$ cat src/soc_config.svh
// --------------------------------------------------
// fixed widths and address map; the region code is
// compared against address bits 31:28 only
// --------------------------------------------------
`ifndef SOC_CONFIG_SVH
`define SOC_CONFIG_SVH

// data and address width
`define SOC_XLEN        32

// data RAM depth in words and its word index width
`define SOC_RAM_WORDS   256
`define SOC_RAM_AW      8

// number of GPIO pins, two mode bits each
`define SOC_GPIO_PINS   16

// --------------------------------------------------
// region codes, address bits 31:28
// --------------------------------------------------
`define SOC_RAM_BASE    4'h1
`define SOC_TIMER_BASE  4'h2
`define SOC_GPIO_BASE   4'h3

`endif

$ cat src/soc_pkg.sv
// --------------------------------------------------
// bus structs and register offset encodings
// --------------------------------------------------
`include "soc_config.svh"

package soc_pkg;

    // master request, held stable while req is high
    typedef struct packed {
        logic                 req;
        logic                 we;
        logic [`SOC_XLEN-1:0] addr;
        logic [`SOC_XLEN-1:0] wdata;
    } bus_req_t;

    // rvalid pulses one cycle with the read word
    typedef struct packed {
        logic                 rvalid;
        logic [`SOC_XLEN-1:0] rdata;
    } bus_rsp_t;

    // request as one slave sees it, sel already decoded
    typedef struct packed {
        logic                 sel;
        logic                 we;
        logic [`SOC_XLEN-1:0] addr;
        logic [`SOC_XLEN-1:0] wdata;
    } slv_req_t;

    typedef enum logic [1:0] {
        SLV_RAM,
        SLV_TIMER,
        SLV_GPIO,
        SLV_NONE
    } slave_e;

    // timer offsets, address bits 3:2
    typedef enum logic [1:0] {
        TMR_CTRL  = 2'd0,
        TMR_COUNT = 2'd1,
        TMR_VALUE = 2'd2
    } timer_reg_e;

    // gpio offsets, address bits 3:2
    typedef enum logic [1:0] {
        GPIO_CTRL = 2'd0,
        GPIO_DATA = 2'd1
    } gpio_reg_e;

endpackage

$ cat src/gpio.sv
// --------------------------------------------------
// mode 01 output, 10 input, others idle; no pads here,
// pins_i is sampled without a synchronizer
// --------------------------------------------------
`timescale 1ns/1ns
`include "soc_config.svh"

module gpio (
    input  logic                      clk,
    input  logic                      rst_n_i,
    input  soc_pkg::slv_req_t         gpio_req_i,
    output logic [`SOC_XLEN-1:0]      rdata_o,
    input  logic [`SOC_GPIO_PINS-1:0] pins_i,
    output logic [`SOC_GPIO_PINS-1:0] pins_o,
    output logic [`SOC_GPIO_PINS-1:0] pins_oe_o
);
    import soc_pkg::*;

    logic [2*`SOC_GPIO_PINS-1:0] ctrl_q;
    logic [`SOC_GPIO_PINS-1:0]   data_q;
    logic [`SOC_GPIO_PINS-1:0]   data_d;
    logic [`SOC_GPIO_PINS-1:0]   out_mask;
    logic [`SOC_GPIO_PINS-1:0]   in_mask;
    gpio_reg_e                   reg_sel;
    logic                        reg_wr;
    logic                        reg_rd;

    assign reg_sel = gpio_reg_e'(gpio_req_i.addr[3:2]);
    assign reg_wr  = gpio_req_i.sel && gpio_req_i.we;
    assign reg_rd  = gpio_req_i.sel && !gpio_req_i.we;

    // per-pin mode decode
    always_comb begin
        for (int i = 0; i < `SOC_GPIO_PINS; i++) begin
            out_mask[i] = (ctrl_q[2*i +: 2] == 2'b01);
            in_mask[i]  = (ctrl_q[2*i +: 2] == 2'b10);
        end
    end

    // bus write first, then input pins overwrite their bits
    always_comb begin
        data_d = data_q;
        if (reg_wr && reg_sel == GPIO_DATA) begin
            data_d = gpio_req_i.wdata[`SOC_GPIO_PINS-1:0];
        end
        data_d = (data_d & ~in_mask) | (pins_i & in_mask);
    end

    always_ff @(posedge clk) begin
        if (!rst_n_i) begin
            ctrl_q <= '0;
            data_q <= '0;
        end else begin
            if (reg_wr && reg_sel == GPIO_CTRL) begin
                ctrl_q <= gpio_req_i.wdata[2*`SOC_GPIO_PINS-1:0];
            end
            data_q <= data_d;
        end
    end

    // read port, one cycle latency
    always_ff @(posedge clk) begin
        if (reg_rd) begin
            case (reg_sel)
                GPIO_CTRL: rdata_o <= `SOC_XLEN'(ctrl_q);
                GPIO_DATA: rdata_o <= `SOC_XLEN'(data_q);
                default:   rdata_o <= '0;
            endcase
        end
    end

    assign pins_o    = data_q;
    assign pins_oe_o = out_mask;

endmodule

$ cat config.mk
export PLATFORM = sky130hd
export DESIGN_NAME = gpio
export DESIGN_NICKNAME = d
export VERILOG_FILES = /design/src/soc_pkg.sv /design/src/gpio.sv
export VERILOG_INCLUDE_DIRS = /design/src /design/src/src
export SDC_FILE = /design/constraint.sdc
export NUM_CORES = 1
export LEC_CHECK = 0
export BUFFER_PORTS_ARGS = -buffer_cell sky130_fd_sc_hd__buf_2
export CORE_MARGIN = 10
export CORE_UTILIZATION = 50
export CTS_BUF_LIST = sky130_fd_sc_hd__clkbuf_8
export DETAILED_ROUTE_END_ITERATION = 10
export HOLD_SLACK_MARGIN = 0.03
export PLACE_DENSITY = 0.82
export SLEW_MARGIN = 20
export SYNTH_ARGS = -nofsm -noshare
export SYNTH_HDL_FRONTEND = slang
export SYNTH_SLANG_ARGS = --single-unit
export TNS_END_PERCENT = 50
$ cat constraint.sdc
create_clock -name clk -period 2.49 [get_ports clk]
set_input_delay 0.1245 -clock clk [delete_from_list [all_inputs] [get_ports clk]]
set_output_delay 0.1245 -clock clk [all_outputs]
set_load 0.05 [all_outputs]
==> results of run 1 <==
## power by group through the flow
stage | combinational (mW) | sequential [mW] | clock [mW]
final | 0.382 | 1.42 | 0.914
after global routing | 0.407 | 1.43 | 0.991
after CTS | 0.385 | 1.42 | 0.934
after detailed placement | 0.348 | 1.45 | 0
after global placement | 0.344 | 1.45 | 0
after floorplan | 0.139 | 1.55 | 0
## layout make-up
cell class	instances	area [um2]	area share [%]
tap	99	123.9	2.627
multi-input combinational	246	1567	33.23
antenna	1	2.502	0.05308
clock inverter	7	62.56	1.327
timing repair buffer	151	913.4	19.37
sequential	80	1922	40.76
clock buffer	9	123.9	2.627
## stage by stage
step	setup WS, ns	area [um2]
final	1.177	4715
after global routing	1.088	4712
after CTS	1.168	4712
after detailed placement	0.8161	4235
after global placement	0.8518	4235
after floorplan	0.4878	3636
## layer usage
metal	up-vias	wire length, um
met5	-	0
met4	0	167
li1	1451	-
met1	1376	4021
met2	93	4901
met3	14	507
## repair_timing
| item | in CTS | in global routing |
|---|---|---|
| hold buffers | 29 | 0 |
| setup buffers | 0 | 0 |
| hold endpoints to repair | 29 | 0 |
## worst max-delay path, stage by stage (launching register included)
cell     delay [ns]
dfxtp_1        0.37
nor2b_1        0.19
buf_2          0.29
## layout by cell type, fill, tap and decap left out, types with 2 or more instances in the layout
master / instances
dfxtp_1: 48
nand2b_1: 16
o21ai_0: 16
clkinvlp_4: 2
a21boi_0: 2
clkinv_1: 2
a31oi_1: 16
edfxtp_1: 32
nor2_1: 17
nand2_2: 30
nand2_1: 66
and2_1: 16
nor2b_1: 16
clkbuf_8: 9
mux2i_1: 16
clkinv_2: 2
dlygate4sd3_1: 29
buf_2: 117
buf_4: 5
a21boi_2: 30
## cells in the mapped netlist
library cell	n	area, um2
a21boi_0	2	15.01
a21boi_2	30	337.8
a31oi_1	16	100.1
and2_1	16	100.1
and4b_1	1	10.01
buf_12	3	60.06
buf_2	1	5.000
buf_4	2	15.01
buf_6	3	33.78
clkbuf_1	11	41.29
clkbuf_2	1	5.000
dfxtp_1	48	960.9
edfxtp_1	32	960.9
mux2i_1	16	160.2
nand2_1	66	247.7
nand2_2	30	187.7
nand2b_1	16	100.1
nand4b_1	1	8.760
nand4bb_1	1	11.26
nor2_1	17	63.81
nor2b_1	17	106.4
nor4bb_4	1	25.02
o21ai_0	16	80.08
## worst max-delay path by stage
stage                            start                     end  cells past startpoint
6_report       ctrl_q[10]$_SDFFE_PN0P_            pins_oe_o[5]                      2
3_3_place_gp            gpio_req_i[34]               flip-flop                      5
4_1_cts        ctrl_q[10]$_SDFFE_PN0P_            pins_oe_o[5]                      2
5_1_grt                 gpio_req_i[34]               flip-flop                      5
3_5_place_dp            gpio_req_i[34]  ctrl_q[0]$_SDFFE_PN0P_                      5
2_1_floorplan           gpio_req_i[64]    rdata_o[0]$_DFFE_PP_                      1
## cell families (layout without fill, tap and decap cells)
logic type	Yosys count	count (layout)
compound gates	64	64
buf+inv	21	167
flops	80	80
mux	16	16
other cells	0	1
simple gates	166	166
==> run metrics, run 1 <==
Pwr Density around 580 nW/um2; min-delay src gpio_req_i[15]; largest family of logic cells by synthesized area simple AND/OR/NAND/NOR gates; synthesized area 3636 um2; Mapped Cells ~350; IO Count approximately 150; setup TNS 0 ns; Via density 4.948; worst reg2reg startpoint ctrl_q[6]$_SDFFE_PN0P_; WP data arrival 1.19 ns; leak pwr 1.920 nW; Fin Hold WS 0.04416 ns; Total Nets Final 572; outcome complete, no violations; worst-skew pair later-pin latency about 0.34 ns; Starting Density between 50 and 60%; period utilisation layout between 50% and 60%; GRT busiest layer met2; CP Max Fanout 4; Max rail drop VDD 0.2444 mV; Cell variety after synth 23; Avg WL per Cell 16.19 um; Hold Path Class in -> reg; Die H approximately 110 um; unrepaired setup endpoints after global routing no; max cap viols 0; Int Power 1.988 mW; critical path type reg -> out; placed cells 547; global-route wire length before repair 15.54 mm; Final Total Pwr 2.718 mW; critical path capture point type output pin; Post-Route WL 9.598 mm; CTS resizes 0; Pre-Repair DR Iteration Count 4; Yosys reg bits 80; worst reg-to-reg setup slack 1.61 ns; initial antenna violation count 0; synth warn 0; All-Layer GR Usage 17.18%; Switch Pwr 0.7297 mW; largest net degree at the start of global routing 49; number of global-route vias before repair between 3000 and 4000; routability-driven placement congestion ratio 0.8152; 1st-iter DRT viols around 170; part of the power in registers 52.3%; final hold violation count 0; fmax 0.7615 GHz; clock sink count 80; syn avg cell area 10.48 um2; adder-cell area share of the yosys netlist 0%; H-tree levels 3; root buf cell clkbuf_8; max_slew headroom 41.89%; CTS max path bufs 2; sw frac 26.85%; worst slew pin tran 0.8685 ns; drc violations 0; post-synthesis mux area share about 4.4%; CTS tree built; Inserted Clock Buffers 9; proportion of layout cells with a drive suffix above 1 40.37%; CTS clk-pin slew, worst paths 0.08 ns; area grow syn2layout 29.66%; Antenna Nets Post-Route 0; GR met1 Demand/Resource around 20%; hold path depth 3; met3 Use GR under 10%; Setup Skew 0.01159 ns; reg2reg path depth 3; met2 GRT Util 29.96%; startpoint types flip-flop; Crit path required time 2.37 ns; sequential area share after synthesis about 53%; IO Port Bufs 117; Die ar. around 11000 um2; combinational share of power 14.1%; DIE WIDTH 105.3 um; grt ovf 0; setup violators final 0; Synth Area in Simple Gates 23.68%; core area between 7000 and 8000 um2; Final Non-Filler Cells 593; Synth Net Count 431; Clock power frac 33.6%; post-layout util around 66%; Rows 31; # fillers 591; detailed placer's ending HPWL 6.563 mm; vias 2934; Min-Delay Endpoint ctrl_q[15]$_SDFFE_PN0P_; Final Slew Violations 0; Final min period 1.313 ns; Post-Synth XOR/XNOR Area 0%; Compound-Gate Fraction of Synth Area 14.66%
Power figures use the tool's default switching activity.
==> run 2: changes to the inputs <==
CORE_UTILIZATION = 45   (was 50)
PLACE_DENSITY = 0.78   (was 0.82)
clock period = 1.1 ns   (was 2.49 ns; I/O delays follow)
==> run 2 against run 1 <==
Compared with the run above:
- via count increased by 7.5%
- combinational power grew to 2.6 times the previous value
- clock power increased by 130%
- worst hold slack worse by 0.010 ns
- cell count rose by 5.6%
- setup slack got worse by 1.1 ns
- total power increased by 130%
- count of clock-buffer cells in the layout grew 1
- clock skew about the same
- critical endpoint is now pins_oe_o[7]
- sequential power increased by 130%
- critical path depth stayed put
- utilization grew 2.3 points
==> run metrics, run 2 (synthesis gave the netlist of run 1 again) <==
outcome complete, no violations; sw frac about a quarter; post-route cell area 5311 um2; initial antenna violation count 0; All-Layer GR Usage around 18%; core area 7807 um2; routability-driven placement congestion ratio about 0.85; IO Port Bufs approximately 120; clock sink count 80; part of the power in registers about half; GRT busiest layer met2; final hold violation count 0; Switch Pwr roughly 1.7 mW; CTS max path bufs 2; grt ovf 0; worst-skew pair later-pin latency roughly 0.35 ns; Die ar. ~12000 um2; CTS clk-pin slew, worst paths ~0.080 ns; Int Power 4.665 mW; vias 3153; commonest non-fill, non-tap cell in the layout buf_2; Setup Skew 0.01197 ns; drc violations 0; setup violators final 0; root buf cell clkbuf_8; Via density between 5 and 6; post-layout util about two thirds; worst path cell trace nor2b_4 > buf_8; commonest non-fill, non-tap cells in the layout 96 x buf_2, 66 x nand2_1, 42 x dlygate4sd3_1; largest net degree at the start of global routing 33; Antenna Nets Post-Route 0; Pwr Density 1193 nW/um2; worst setup margin between 0.02 and 0.03 ns; Post-Route WL 10.83 mm; met3 Use GR 4.272%; GR met1 Demand/Resource about 20%; 1st-iter DRT viols 124; leak pwr ~2.1 nW; critical path type reg -> out; Worst Setup SP ctrl_q[14]$_SDFFE_PN0P_; worst reg2reg startpoint ctrl_q[4]$_SDFFE_PN0P_; min-delay src pins_i[10]; combinational share of power 15.8%; Inserted Clock Buffers 9; # fillers 592; H-tree levels 3; max_slew headroom between 30% and 40%; startpoint types flip-flop; Pre-Repair DR Iteration Count 4; fmax between 0.9 and 1 GHz; Placed Area between 4000 and 5000 um2; detailed placer's ending HPWL 7.466 mm; Final Slew Violations 0; Max rail drop VDD 0.6583 mV; Multi-input gate area 1662 um2; Hold Path Class in -> reg; proportion of layout cells with a drive suffix above 1 between 40% and 50%; ANT cells 0; FF/Latch Area roughly 1900 um2; IO Count 148; Crit path required time around 1.0 ns; Clock power frac approximately 33%; Total Nets Final 603; Rows 32; Final min period 1.071 ns; global-route wire length before repair 16.75 mm; Max stage delay on crit path 0.36 ns; met2 GRT Util 31.50%; critical path capture point type output pin; slowest CP cell dfxtp_2; unrepaired setup endpoints after global routing yes; Die H 109.9 um; period utilisation layout a little over nine tenths; Avg WL per Cell 17.29 um; WP data arrival roughly 1.0 ns; DIE WIDTH 109.9 um; DP Worst Slack -0.1595 ns; area grow syn2layout 46.08%; Starting Density 46.57%; CP Max Fanout 4; number of global-route vias before repair 3253; CTS tree built; worst slew pin tran 0.8978 ns; max cap viols 0
-- run 2: metal layers --
layer  vias to the layer above  wire, um
li1                       1514         -
met1                      1524      4252
met2                       101      5686
met3                        14       707
met4                         0       179
met5                         -         0
-- run 2: final cells by class --
type,instances,share of cell area [%]
clock inverters,6,0.9894
flip-flops and latches,80,36.65
multi-input cells,246,31.28
well taps,102,2.403
repair buffers,182,26.08
clock buffers,10,2.591
-- run 2: worst max-delay path, delay by kind of cell (launching register included) --
| family | cells | cell delay [ns] |
|---|---|---|
| flops | 1 | 0.36 |
| simple gates | 1 | 0.17 |
| buf+inv | 1 | 0.15 |
-- run 2: through the flow --
stage	cells	setup TNS (ns)	power, mW	hold slack (ns)
finish	626	0	6.339	0.03412
global route	626	-0.08897	6.593	0.04310
CTS	620	-0.1100	6.341	0.03273
detailed placement	562	-3.867	4.126	0.3004
global placement	562	-2.675	4.108	0.2954
floorplan	347	-0.05525	3.823	0.1817
-- run 2: final timing paths --
| check | end | slack [ns] | cells after the start |
|---|---|---|---|
| hold reg to reg | ctrl_q[26]$_SDFFE_PN0P_ | 0.48 | 2 |
| setup reg to reg | flip-flop | 0.11 | 4 |
| setup / recovery | pins_oe_o[7] | 0.03 | 2 |
| hold / removal | flip-flop | 0.03 | 3 |
-- run 2: timing repair --
| item | CTS | global route |
|---|---|---|
| gates resized for setup | 50 | 41 |
| hold buffers | 42 | 0 |
| setup endpoints to repair | 16 | 21 |
| setup buffers | 0 | 6 |
| endpoints found under the hold margin | 48 | 0 |
-- run 2: power by group through the flow --
stage	combinational [mW]	clock (mW)	sequential [mW]
2_1_floorplan	0.318	0	3.51
3_3_place_gp	0.827	0	3.28
3_5_place_dp	0.840	0	3.29
4_1_cts	0.979	2.14	3.22
5_1_grt	1.06	2.29	3.24
6_report	1.00	2.11	3.23
