==> src/soc_config.svh <==
// --------------------------------------------------
// fixed widths and address map; the region code is
// compared against address bits 31:28 only
// --------------------------------------------------
`ifndef SOC_CONFIG_SVH
`define SOC_CONFIG_SVH

// data and address width
`define SOC_XLEN        32

// data RAM depth in words and its word index width
`define SOC_RAM_WORDS   256
`define SOC_RAM_AW      8

// number of GPIO pins, two mode bits each
`define SOC_GPIO_PINS   16

// --------------------------------------------------
// region codes, address bits 31:28
// --------------------------------------------------
`define SOC_RAM_BASE    4'h1
`define SOC_TIMER_BASE  4'h2
`define SOC_GPIO_BASE   4'h3

`endif

==> src/soc_pkg.sv <==
// --------------------------------------------------
// bus structs and register offset encodings
// --------------------------------------------------
`include "soc_config.svh"

package soc_pkg;

    // master request, held stable while req is high
    typedef struct packed {
        logic                 req;
        logic                 we;
        logic [`SOC_XLEN-1:0] addr;
        logic [`SOC_XLEN-1:0] wdata;
    } bus_req_t;

    // rvalid pulses one cycle with the read word
    typedef struct packed {
        logic                 rvalid;
        logic [`SOC_XLEN-1:0] rdata;
    } bus_rsp_t;

    // request as one slave sees it, sel already decoded
    typedef struct packed {
        logic                 sel;
        logic                 we;
        logic [`SOC_XLEN-1:0] addr;
        logic [`SOC_XLEN-1:0] wdata;
    } slv_req_t;

    typedef enum logic [1:0] {
        SLV_RAM,
        SLV_TIMER,
        SLV_GPIO,
        SLV_NONE
    } slave_e;

    // timer offsets, address bits 3:2
    typedef enum logic [1:0] {
        TMR_CTRL  = 2'd0,
        TMR_COUNT = 2'd1,
        TMR_VALUE = 2'd2
    } timer_reg_e;

    // gpio offsets, address bits 3:2
    typedef enum logic [1:0] {
        GPIO_CTRL = 2'd0,
        GPIO_DATA = 2'd1
    } gpio_reg_e;

endpackage

==> src/timer.sv <==
// --------------------------------------------------
// count wraps to zero after matching the compare value
// pending is cleared by writing 1 to ctrl bit 2
// --------------------------------------------------
`timescale 1ns/1ns
`include "soc_config.svh"

module timer (
    input  logic                 clk,
    input  logic                 rst_n_i,
    input  soc_pkg::slv_req_t    timer_req_i,
    output logic [`SOC_XLEN-1:0] rdata_o,
    output logic                 irq_o
);
    import soc_pkg::*;

    logic                 enable_q;
    logic                 irq_en_q;
    logic                 pending_q;
    logic [`SOC_XLEN-1:0] count_q;
    logic [`SOC_XLEN-1:0] value_q;
    timer_reg_e           reg_sel;
    logic                 reg_wr;
    logic                 reg_rd;
    logic                 hit;

    assign reg_sel = timer_reg_e'(timer_req_i.addr[3:2]);
    assign reg_wr  = timer_req_i.sel && timer_req_i.we;
    assign reg_rd  = timer_req_i.sel && !timer_req_i.we;
    assign hit     = enable_q && (count_q == value_q);
    assign irq_o   = pending_q && irq_en_q;

    // --------------------------------------------------
    // control, compare and counter
    // --------------------------------------------------
    always_ff @(posedge clk) begin
        if (!rst_n_i) begin
            enable_q  <= 1'b0;
            irq_en_q  <= 1'b0;
            pending_q <= 1'b0;
            count_q   <= '0;
            value_q   <= '0;
        end else begin
            if (enable_q) begin
                count_q <= hit ? '0 : count_q + 1'b1;
            end
            if (reg_wr && reg_sel == TMR_CTRL) begin
                enable_q <= timer_req_i.wdata[0];
                irq_en_q <= timer_req_i.wdata[1];
            end
            if (reg_wr && reg_sel == TMR_VALUE) begin
                value_q <= timer_req_i.wdata;
            end
            // a new match wins over a clear in the same cycle
            if (hit) begin
                pending_q <= 1'b1;
            end else if (reg_wr && reg_sel == TMR_CTRL && timer_req_i.wdata[2]) begin
                pending_q <= 1'b0;
            end
        end
    end

    // read port, one cycle latency
    always_ff @(posedge clk) begin
        if (reg_rd) begin
            case (reg_sel)
                TMR_CTRL:  rdata_o <= {{(`SOC_XLEN-3){1'b0}}, pending_q, irq_en_q, enable_q};
                TMR_COUNT: rdata_o <= count_q;
                TMR_VALUE: rdata_o <= value_q;
                default:   rdata_o <= '0;
            endcase
        end
    end

endmodule

==> config.mk <==
export PLATFORM = sky130hd
export DESIGN_NAME = timer
export DESIGN_NICKNAME = d
export VERILOG_FILES = /design/src/soc_pkg.sv /design/src/timer.sv
export VERILOG_INCLUDE_DIRS = /design/src /design/src/src
export SDC_FILE = /design/constraint.sdc
export NUM_CORES = 1
export LEC_CHECK = 0
export BUFFER_PORTS_ARGS = -buffer_cell sky130_fd_sc_hd__clkbuf_2
export CORE_UTILIZATION = 54
export DETAILED_ROUTE_END_ITERATION = 10
export PLACE_DENSITY_LB_ADDON = 0.3
export SLEW_MARGIN = 20
export SYNTH_ARGS = -nofsm -noshare
export SYNTH_HDL_FRONTEND = slang
export SYNTH_SLANG_ARGS = --single-unit
==> constraint.sdc <==
create_clock -name clk -period 2.3 [get_ports clk]
set_input_delay 0.115 -clock clk [delete_from_list [all_inputs] [get_ports clk]]
set_output_delay 0.115 -clock clk [all_outputs]
set_load 0.02 [all_outputs]
==> flow_metrics.env, run 1 <==
export IMPL_post_dp_hpwl_mm=6.82
export IMPL_pwr_share_comb_pct=7.9
export IMPL_finalCritPeriodShare_pct=84.5
export IMPL_fill_cells=604
export IMPL_start_util_pct=56.8
export IMPL_cp_required_ns=2.55
export IMPL_synth_top_cell_area_share_pct=30.1
export IMPL_syn2layout_area_growth_pct=22.0
export IMPL_place_worst_setup_slack_ns=0.398
export IMPL_top_level_ports=101
export IMPL_startpoint="count_q[3]"
export IMPL_tritoncts="yes"
export IMPL_slowest_stage="or3_1"
export IMPL_cpPeakStageDelay_ns=0.63
export IMPL_synth_cell_types=33
export IMPL_postSynthNetCount=531
export IMPL_cts_setup_buffers=0
export IMPL_dp_cells=614
export IMPL_ys_seq_area_share_pct=51.6
export IMPL_antenna_found_initial=0
export IMPL_hold_viol_final=0
export IMPL_irDropWorstVdd_mv=0.337
export IMPL_fin_crit_ns=1.94
export IMPL_crit_family="simple AND/OR/NAND/NOR gates"
export IMPL_sw_frac_of_total_pct=23.4
export IMPL_setup_violations_final=0
export IMPL_grt_start_max_net_pins=38
export IMPL_vias_per_cell=5.48
export IMPL_syn_avg_cell_area_um2=9.65
export IMPL_syn_inst=462
export IMPL_clock_fmax_mhz=514
export IMPL_clkPwrFrac_pct=35.8
export IMPL_critPathCaptureType="register"
export IMPL_tightest_slew_ns=0.509
export IMPL_clockRootBuffer="clkbuf_8"
export IMPL_path_buf_inv=0
export IMPL_first_global_vias=3555
export IMPL_worstPathCellList="nand4_2 -> or3_1 -> nor4_2 -> xnor2_1 -> nor2_2"
export IMPL_power_density_nw_per_um2=603
export IMPL_grt_overflow=0
export IMPL_io_buffers=70
export IMPL_finalSetupTns_ns=0
export IMPL_multi_input_area_um2=1980
export IMPL_fin_ws_ns=0.356
export IMPL_finalNonFillerCells=662
export IMPL_yosys_area_top_type="dfxtp_1"
export IMPL_drt_drc_violations_left=0
export IMPL_fin_skew_ns=0.0146
export IMPL_wire_per_inst_um=15.7
export IMPL_synth_area_leaders="dfxtp_1 (30%), edfxtp_1 (22%), xnor2_1 (9.8%), nand2_1 (6.9%), a22o_1 (5.7%)"
export IMPL_dieArea_um2=8620
export IMPL_worstReg2RegStart="count_q[3]"
export IMPL_hold_slack_ns=0.164
export IMPL_intPower_w=0.00252
export IMPL_rsz0062_at_grt="no"
export IMPL_worstPathArrival_ns=2.19
export IMPL_hp_class="input port to register"
export IMPL_regArea_um2=2300
export IMPL_clk_pin_slew_ns=0.10
export IMPL_clk_latency_ns=0.37
export IMPL_p_leak_nw=1.98
export IMPL_die_y_um=92.9
export IMPL_ys_ff_latch=99
export IMPL_power_switching_w=0.000767
export IMPL_syn_area_um2=4460
export IMPL_die_w_um=92.9
export IMPL_track_usage_pct=26.2
export IMPL_cts_buffers=9
export IMPL_dr_pass1_iters=5
export IMPL_gp_congestion=0.868
export IMPL_pwr_share_seq_pct=56.3
export IMPL_antenna_cells=0
export IMPL_final_nets=624
export IMPL_critPathLaunchType="register"
export IMPL_outcome="completed"
export IMPL_via_count=3628
export IMPL_min_from="timer_req_i[35]"
export IMPL_drv_slew=0
export IMPL_crit_fanout=8
export IMPL_rows=32
export IMPL_clock_sinks=99
export IMPL_drive_above_1_share_pct=21.3
export IMPL_ys_warn_count=0
export IMPL_ant_nets=0
export IMPL_setup_worst_path_class="register to register"
export IMPL_core_area_um2=7850
export IMPL_relSlewSlack_pct=65.8
export IMPL_grt_pass1_wl_mm=17.3
export IMPL_maxCapViolations=0
export IMPL_drtIter0Drc=209
export IMPL_h_tree_depth=3
export IMPL_cts_max_path_buffers=2
export IMPL_totalWireLength_mm=10.4
## cell usage after synthesis, drive strengths merged
library cell  count
nor2b             3
nand4            16
nand3            14
and4              4
and2              2
nor2             40
clkbuf           23
a31o              1
xor2             12
a22o             29
nand2            82
ha                1
o21ai             3
nor4              9
dfxtp            67
nor3              8
a311o             2
and3              2
a21oi            34
buf              15
xnor2            50
edfxtp           32
mux2i             5
or3               2
a32oi             1
inv               5
## flip-flops by register name, indices dropped and copies added, names as in the netlist
signal	count
rdata_o	32
count_q	32
irq_en_q	1
enable_q	1
value_q	32
pending_q	1
## worst paths after layout
check / to / slack (ns) / cells after the start
min: rdata_o[0] / 0.16 / 2
max reg2reg: count_q[30] / 0.36 / 5
min reg2reg: value_q[19] / 0.49 / 2
max: count_q[30] / 0.36 / 5
## layer usage
| metal | global-route usage (%) | share of wire, % | vias up |
|---|---|---|---|
| li1 | - | - | 1771 |
| met1 | 33.5 | 44 | 1722 |
| met3 | 5.01 | 5.4 | 20 |
| met2 | 43.5 | 48 | 115 |
| met4 | 10.5 | 2.5 | 0 |
| met5 | 0 | 0 | - |
## cell type report
| type | instances | share of cell area (%) |
|---|---|---|
| Clock buffer | 11 | 2.81 |
| Clock inverter | 5 | 1.06 |
| Inverter | 5 | 0.345 |
| Multi-Input combinational cell | 320 | 36.3 |
| Sequential cell | 99 | 42.3 |
| Tap cell | 102 | 2.35 |
| Timing Repair Buffer | 120 | 14.8 |
## metrics by stage
| stage | power (W) | util (%) | area (um2) |
|---|---|---|---|
| CTS | 0.00330 | 69.3 | 5440 |
| floorplan | 0.00201 | - | 4460 |
| finish | 0.00328 | 69.3 | 5440 |
| detailed placement | 0.00210 | 62.6 | 4910 |
| global route | 0.00339 | 69.3 | 5440 |
| global placement | 0.00210 | 62.6 | 4910 |
## cells in the final DEF (no fill, tap or decap), types with 2 or more instances in the layout
cell and count:
nand2_1 82, clkbuf_2 70, dfxtp_1 67, xnor2_1 50
nor2_1 34, a21oi_1 34, dlygate4sd3_1 32, edfxtp_1 32
a22o_1 29, buf_4 18, nand4_1 15, nand3_1 14
xor2_1 12, clkbuf_8 9, nor3_1 8, nor2_2 6
mux2i_1 5, inv_1 5, and4_1 4, nor4_1 4
nor2b_2 3, o21ai_0 3, nor4_2 3, and2_1 2
a311o_1 2, and3_1 2, or3_1 2, nor4_4 2
## power groups by stage
stage / logic, W / registers (W) / clock network [W]
after floorplan: 0.0000991 / 0.00191 / 0
after global placement: 0.000212 / 0.00189 / 0
after detailed placement: 0.000215 / 0.00189 / 0
after CTS: 0.000259 / 0.00185 / 0.00119
after global routing: 0.000281 / 0.00185 / 0.00126
final: 0.000260 / 0.00185 / 0.00118
## what timing repair did
action	4_1_cts	5_1_grt
hold endpoints to repair	32	0
hold buffers	32	0
resized for setup	0	0
## cells by family after synthesis
| group | Yosys count | synth area share [%] |
|---|---|---|
| and+or+nand+nor | 182 | 19.9 |
| DFF | 99 | 51.6 |
| AOI/OAI and AO/OA | 70 | 10.7 |
| xor gates and xnor gates | 62 | 12.2 |
| buffers and inverters | 43 | 4.21 |
| muxes | 5 | 1.12 |
| adders and majority gates | 1 | 0.281 |
No activity file was read; power rests on OpenSTA's default activity.
==> inputs of run 2 (changes only) <==
- ABC_AREA: not set -> 1
- CORE_UTILIZATION: 54 -> 55
- clock period: 2.3 -> 1.9 ns (I/O delays scaled with it)
==> flow_metrics.env, run 2 <==
export IMPL_start_util_pct=57.2
export IMPL_crit_fanout=4
export IMPL_drt_drc_violations_left=0
export IMPL_via_count=4227
export IMPL_ys_ff_latch=99
export IMPL_critPathLaunchType="register"
export IMPL_relSlewSlack_pct=43.7
export IMPL_yosysMostFrequentCell="nand2_1"
export IMPL_mostFrequentLayoutCell="nand2_1"
export IMPL_synth_edff_count=32
export IMPL_min_from="timer_req_i[8]"
export IMPL_core_area_um2=8300
export IMPL_h_tree_depth=3
export IMPL_io_buffers=70
export IMPL_worstPathArrival_ns=1.99
export IMPL_grt_start_max_net_pins=57
export IMPL_finalCritPeriodShare_pct=91.5
export IMPL_synth_cell_types=35
export IMPL_top_level_ports=101
export IMPL_maxCapViolations=0
export IMPL_fin_skew_ns=0.0112
export IMPL_critPathCaptureType="register"
export IMPL_drv_slew=0
export IMPL_rsz0062_at_grt="no"
export IMPL_finalNonFillerCells=798
export IMPL_drtIter0Drc=307
export IMPL_ys_flop_type="dfxtp_1"
export IMPL_clk_latency_ns=0.37
export IMPL_clock_fmax_mhz=575
export IMPL_gp_congestion=0.896
export IMPL_worstReg2RegStart="count_q[1]"
export IMPL_synth_top_cell_area_share_pct=28.2
export IMPL_syn_inst=603
export IMPL_totalWireLength_mm=11.1
export IMPL_cts_buffers=9
export IMPL_startpoint="count_q[1]"
export IMPL_hp_class="input port to register"
export IMPL_dr_pass1_iters=6
export IMPL_grt_pass1_wl_mm=18.3
export IMPL_wire_per_inst_um=13.9
export IMPL_setup_violations_final=0
export IMPL_grt_overflow=0
export IMPL_clock_sinks=99
export IMPL_top_regs="count_q (32), rdata_o (32), value_q (32)"
export IMPL_power_density_nw_per_um2=751
export IMPL_clockRootBuffer="clkbuf_8"
export IMPL_die_w_um=94.9
export IMPL_post_dp_hpwl_mm=7.90
export IMPL_setup_worst_path_class="register to register"
export IMPL_synth_area_leaders="dfxtp_1 (28%), edfxtp_1 (20%), nand2_1 (10%), nor2_1 (6.1%), inv_1 (5.9%)"
export IMPL_syn2layout_area_growth_pct=17.5
export IMPL_finalSetupTns_ns=0
export IMPL_yosys_area_top_type="dfxtp_1"
export IMPL_syn_avg_cell_area_um2=7.88
export IMPL_drive_above_1_share_pct=18.8
export IMPL_ant_nets=0
export IMPL_rows=33
export IMPL_tritoncts="yes"
export IMPL_hold_viol_final=0
export IMPL_dp_cells=774
export IMPL_syn_area_um2=4750
export IMPL_ys_seq_area_share_pct=48.5
export IMPL_first_global_vias=4067
export IMPL_rr_worst_depth=9
export IMPL_irDropWorstVdd_mv=0.448
export IMPL_track_usage_pct=26.5
export IMPL_cp_required_ns=2.15
export IMPL_p_leak_nw=2.22
export IMPL_ys_warn_count=0
export IMPL_r2r_end="count_q[20]"
export IMPL_final_cell_mix="nand2_1 (126), nor2_1 (76), inv_1 (75), clkbuf_2 (70), dfxtp_1 (67)"
export IMPL_final_nets=757
export IMPL_rrSetupSlack_ns=0.16
export IMPL_outcome="completed"
export IMPL_clk_pin_slew_ns=0.09
export IMPL_fin_crit_ns=1.74
export IMPL_vias_per_cell=5.30
export IMPL_synthArstFlopShare_pct=0
export IMPL_antenna_cells=0
export IMPL_dieArea_um2=9010
export IMPL_tightest_slew_ns=0.845
export IMPL_postSynthNetCount=672
export IMPL_crit_end="count_q[20]"
export IMPL_antenna_found_initial=0
export IMPL_die_y_um=94.9
export IMPL_synth_top_cells_by_count="nand2_1 (126), nor2_1 (77), inv_1 (75), dfxtp_1 (67), o21ai_0 (51)"
export IMPL_cts_max_path_buffers=2
[run 2: cells by family (layout without fill, tap and decap cells)]
family / Yosys count / count (layout) / synth area share, %
simple gates: 268 / 268 / 25.4
compound gates: 106 / 106 / 12.0
buf+inv: 102 / 192 / 8.82
flops: 99 / 99 / 48.5
xor+xnor: 27 / 27 / 4.98
fa+ha+maj: 1 / 1 / 0.263
[run 2: layout make-up]
cell class                      count  area, um2
Clock buffer                       12        145
Clock inverter                      4       97.6
Fill cell                         678       2720
Inverter                           82        308
Multi-Input combinational cell    402       2050
Sequential cell                    99       2300
Tap cell                          105        131
Timing Repair Buffer               94        551
[run 2: power breakdown]
part           switching, W  leakage (nW)  total [W]  internal [W]
clock network      0.000709         0.117    0.00162      0.000912
registers         0.0000244         0.853    0.00225       0.00223
logic              0.000205          1.25   0.000320      0.000115
[run 2: per-layer routing]
metal	global-route usage, %	share of wire [%]	up-vias	routed length, um
li1	-	-	2136	-
met1	33.8	46	1947	5040
met2	44.8	47	123	5240
met3	4.67	5.2	21	571
met4	9.97	1.9	0	206
met5	0	0	-	0
[run 2: per-stage QoR]
stage	hold slack, ns	total power, W	area [um2]	utilization, %	setup slack (ns)
6_report	0.00225	0.00419	5580	67.2	0.161
3_5_place_dp	0.325	0.00260	5240	63.2	0.132
3_3_place_gp	0.320	0.00260	5240	63.2	0.173
5_1_grt	0.0150	0.00434	5580	67.2	0.00770
2_1_floorplan	0.230	0.00249	4750	-	0.360
4_1_cts	0.000544	0.00420	5570	67.1	0.116
[run 2: critical path: stages, from the launching register on]
cell and delay, ns:
dfxtp_1 0.40, ha_1 0.19, nand2_1 0.08, nor2_2 0.17, nand2_2 0.11, nor2_4 0.15
inv_2 0.08, nor3_1 0.22, xor2_1 0.17, nor2_1 0.06
[run 2: how the worst min path moves through the flow]
stage	cells past startpoint	to	slack, ns
after CTS	3	value_q[5]	0.0005
after global placement	3	value_q[26]	0.32
after detailed placement	3	value_q[26]	0.33
final	3	value_q[8]	0.002
after floorplan	2	value_q[12]	0.23
after global routing	3	value_q[25]	0.02
[run 2: what timing repair did]
item / CTS / global route
setup buffers: 0 / 0
endpoints found under the setup margin: 0 / 26
gates resized for setup: 0 / 2
hold endpoints to repair: 8 / 0
hold buffers: 8 / 0
==> inputs of run 3 (changes only) <==
- CORE_UTILIZATION: 55 -> 49
- PLACE_DENSITY: not set -> 0.79
- PLACE_DENSITY_LB_ADDON: 0.3 -> not set
- clock period: 1.9 -> 1.6 ns (I/O delays scaled with it)
==> flow_metrics.env, run 3 (synthesis results as in run 2) <==
export IMPL_grt_start_max_net_pins=57
export IMPL_drt_drc_violations_left=0
export IMPL_via_count=4445
export IMPL_crit_end="count_q[22]"
export IMPL_cp_required_ns=1.86
export IMPL_final_core_util_pct=66.2
export IMPL_startpoint="count_q[1]"
export IMPL_maxCapViolations=0
export IMPL_grt_pass1_wl_mm=19.2
export IMPL_cts_buffers=9
export IMPL_irDropWorstVdd_mv=0.497
export IMPL_wire_per_inst_um=14.0
export IMPL_die_y_um=100
export IMPL_drive_above_1_share_pct=29.7
export IMPL_hp_class="input port to register"
export IMPL_drv_slew=0
export IMPL_mostFrequentLayoutCell="nand2_1"
export IMPL_final_nets=805
export IMPL_clock_fmax_mhz=608
export IMPL_finalCritPeriodShare_pct=103
export IMPL_top_regs="count_q (32), rdata_o (32), value_q (32)"
export IMPL_rsz0062_at_grt="yes"
export IMPL_rows=35
export IMPL_dp_cells=828
export IMPL_worstReg2RegStart="count_q[1]"
export IMPL_fin_skew_ns=0.0135
export IMPL_totalWireLength_mm=12.2
export IMPL_worstPathArrival_ns=1.91
export IMPL_hold_viol_final=1
export IMPL_fin_crit_ns=1.65
export IMPL_relSlewSlack_pct=44.0
export IMPL_first_global_vias=4111
export IMPL_top_level_ports=101
export IMPL_ant_nets=0
export IMPL_critPathCaptureType="register"
export IMPL_power_density_nw_per_um2=774
export IMPL_tightest_slew_ns=0.840
export IMPL_finalNonFillerCells=870
export IMPL_rr_worst_depth=10
export IMPL_tritoncts="yes"
export IMPL_clock_sinks=99
export IMPL_fill_cells=772
export IMPL_clk_pin_slew_ns=0.10
export IMPL_antenna_cells=0
export IMPL_io_buffers=70
export IMPL_clockRootBuffer="clkbuf_8"
export IMPL_rrSetupSlack_ns=-0.05
export IMPL_critPathLaunchType="register"
export IMPL_finalSetupTns_ns=-0.0900
export IMPL_clk_latency_ns=0.37
export IMPL_grt_overflow=0
export IMPL_track_usage_pct=24.4
export IMPL_final_cell_mix="nand2_1 (119), inv_1 (70), nor2_1 (70), clkbuf_2 (70), o21ai_0 (50)"
export IMPL_setup_worst_path_class="register to register"
export IMPL_antenna_found_initial=0
export IMPL_vias_per_cell=5.11
export IMPL_drtIter0Drc=192
export IMPL_dieArea_um2=10100
export IMPL_outcome="finished with violations"
export IMPL_r2r_end="count_q[22]"
export IMPL_gp_congestion=0.899
export IMPL_h_tree_depth=3
export IMPL_p_leak_nw=2.53
export IMPL_start_util_pct=50.9
export IMPL_cts_max_path_buffers=2
export IMPL_syn2layout_area_growth_pct=29.9
export IMPL_violations="negative hold slack, negative setup slack"
export IMPL_fin_ws_ns=-0.0453
export IMPL_post_dp_hpwl_mm=8.33
export IMPL_die_w_um=100
export IMPL_hold_slack_ns=-0.00536
export IMPL_core_area_um2=9330
export IMPL_setup_violations_final=3
export IMPL_dr_pass1_iters=5
export IMPL_crit_fanout=4
## run 3: changes by cell type in the layout (fill, tap and decap cells not counted), moves of 7 or more
cell / previous run / this run
buf_4: 16 / 46
dfxtp_1: 67 / 42
dlygate4sd3_1: 8 / 19
nand2_1: 126 / 119
dfxtp_2: 0 / 23
## run 3: routing by layer
layer  share of wire, %  up-vias  global-route usage, %  wire, um
li1                   -     2239                      -         -
met4                2.5        0                   10.4       301
met5                  0        -                      0         0
met3                4.4       25                   2.77       532
met2                 48      130                   40.2      5870
met1                 45     2051                   32.7      5510
## run 3: critical path, stage by stage (launching register included)
cell	delay, ns
dfxtp_4	0.39
ha_4	0.15
nand2_4	0.06
nor2_4	0.15
nand2_2	0.09
nor2_4	0.16
inv_4	0.08
nor2_4	0.14
nand3_2	0.08
xor2_1	0.19
nor2_2	0.04
## run 3: worst min path at each step
stage / end / startpoint / cells after the start
final: value_q[17] / timer_req_i[17] / 3
after global routing: value_q[13] / timer_req_i[13] / 3
after CTS: value_q[0] / timer_req_i[0] / 3
after detailed placement: value_q[26] / timer_req_i[26] / 3
after global placement: value_q[26] / timer_req_i[26] / 3
after floorplan: value_q[12] / timer_req_i[12] / 2
## run 3: cell type report
cell class,count,area [um2],area share (%)
timing repair buffer,141,993,16.1
sequential,99,2340,37.9
inverter,82,310,5.03
multi-input combinational,403,2160,35.1
clock inverter,5,61.3,0.994
tap,129,161,2.62
clock buffer,11,141,2.29
## run 3: power breakdown
group / switching, W / leakage [nW] / internal [W]
Clock: 0.000884 / 0.104 / 0.000776
Combinational: 0.000260 / 1.56 / 0.000185
Sequential: 0.0000304 / 0.866 / 0.00264
## run 3: what timing repair did
action	4_1_cts	5_1_grt
hold buffers	19	0
gates resized for setup	6	60
pin swaps	1	22
setup buffers	0	5
endpoints found under the setup margin	8	33
hold endpoints to repair	19	0
gates cloned	1	1
## run 3: metrics by stage
stage	hold slack (ns)	setup WS [ns]	cell area, um2	power [W]
floorplan	0.215	0.0599	4750	0.00296
global placement	0.306	0.00619	5540	0.00311
detailed placement	0.309	-0.0422	5540	0.00312
CTS	0.00136	0.00394	5950	0.00477
global route	0.0157	-0.106	6170	0.00494
finish	-0.00536	-0.0453	6170	0.00478
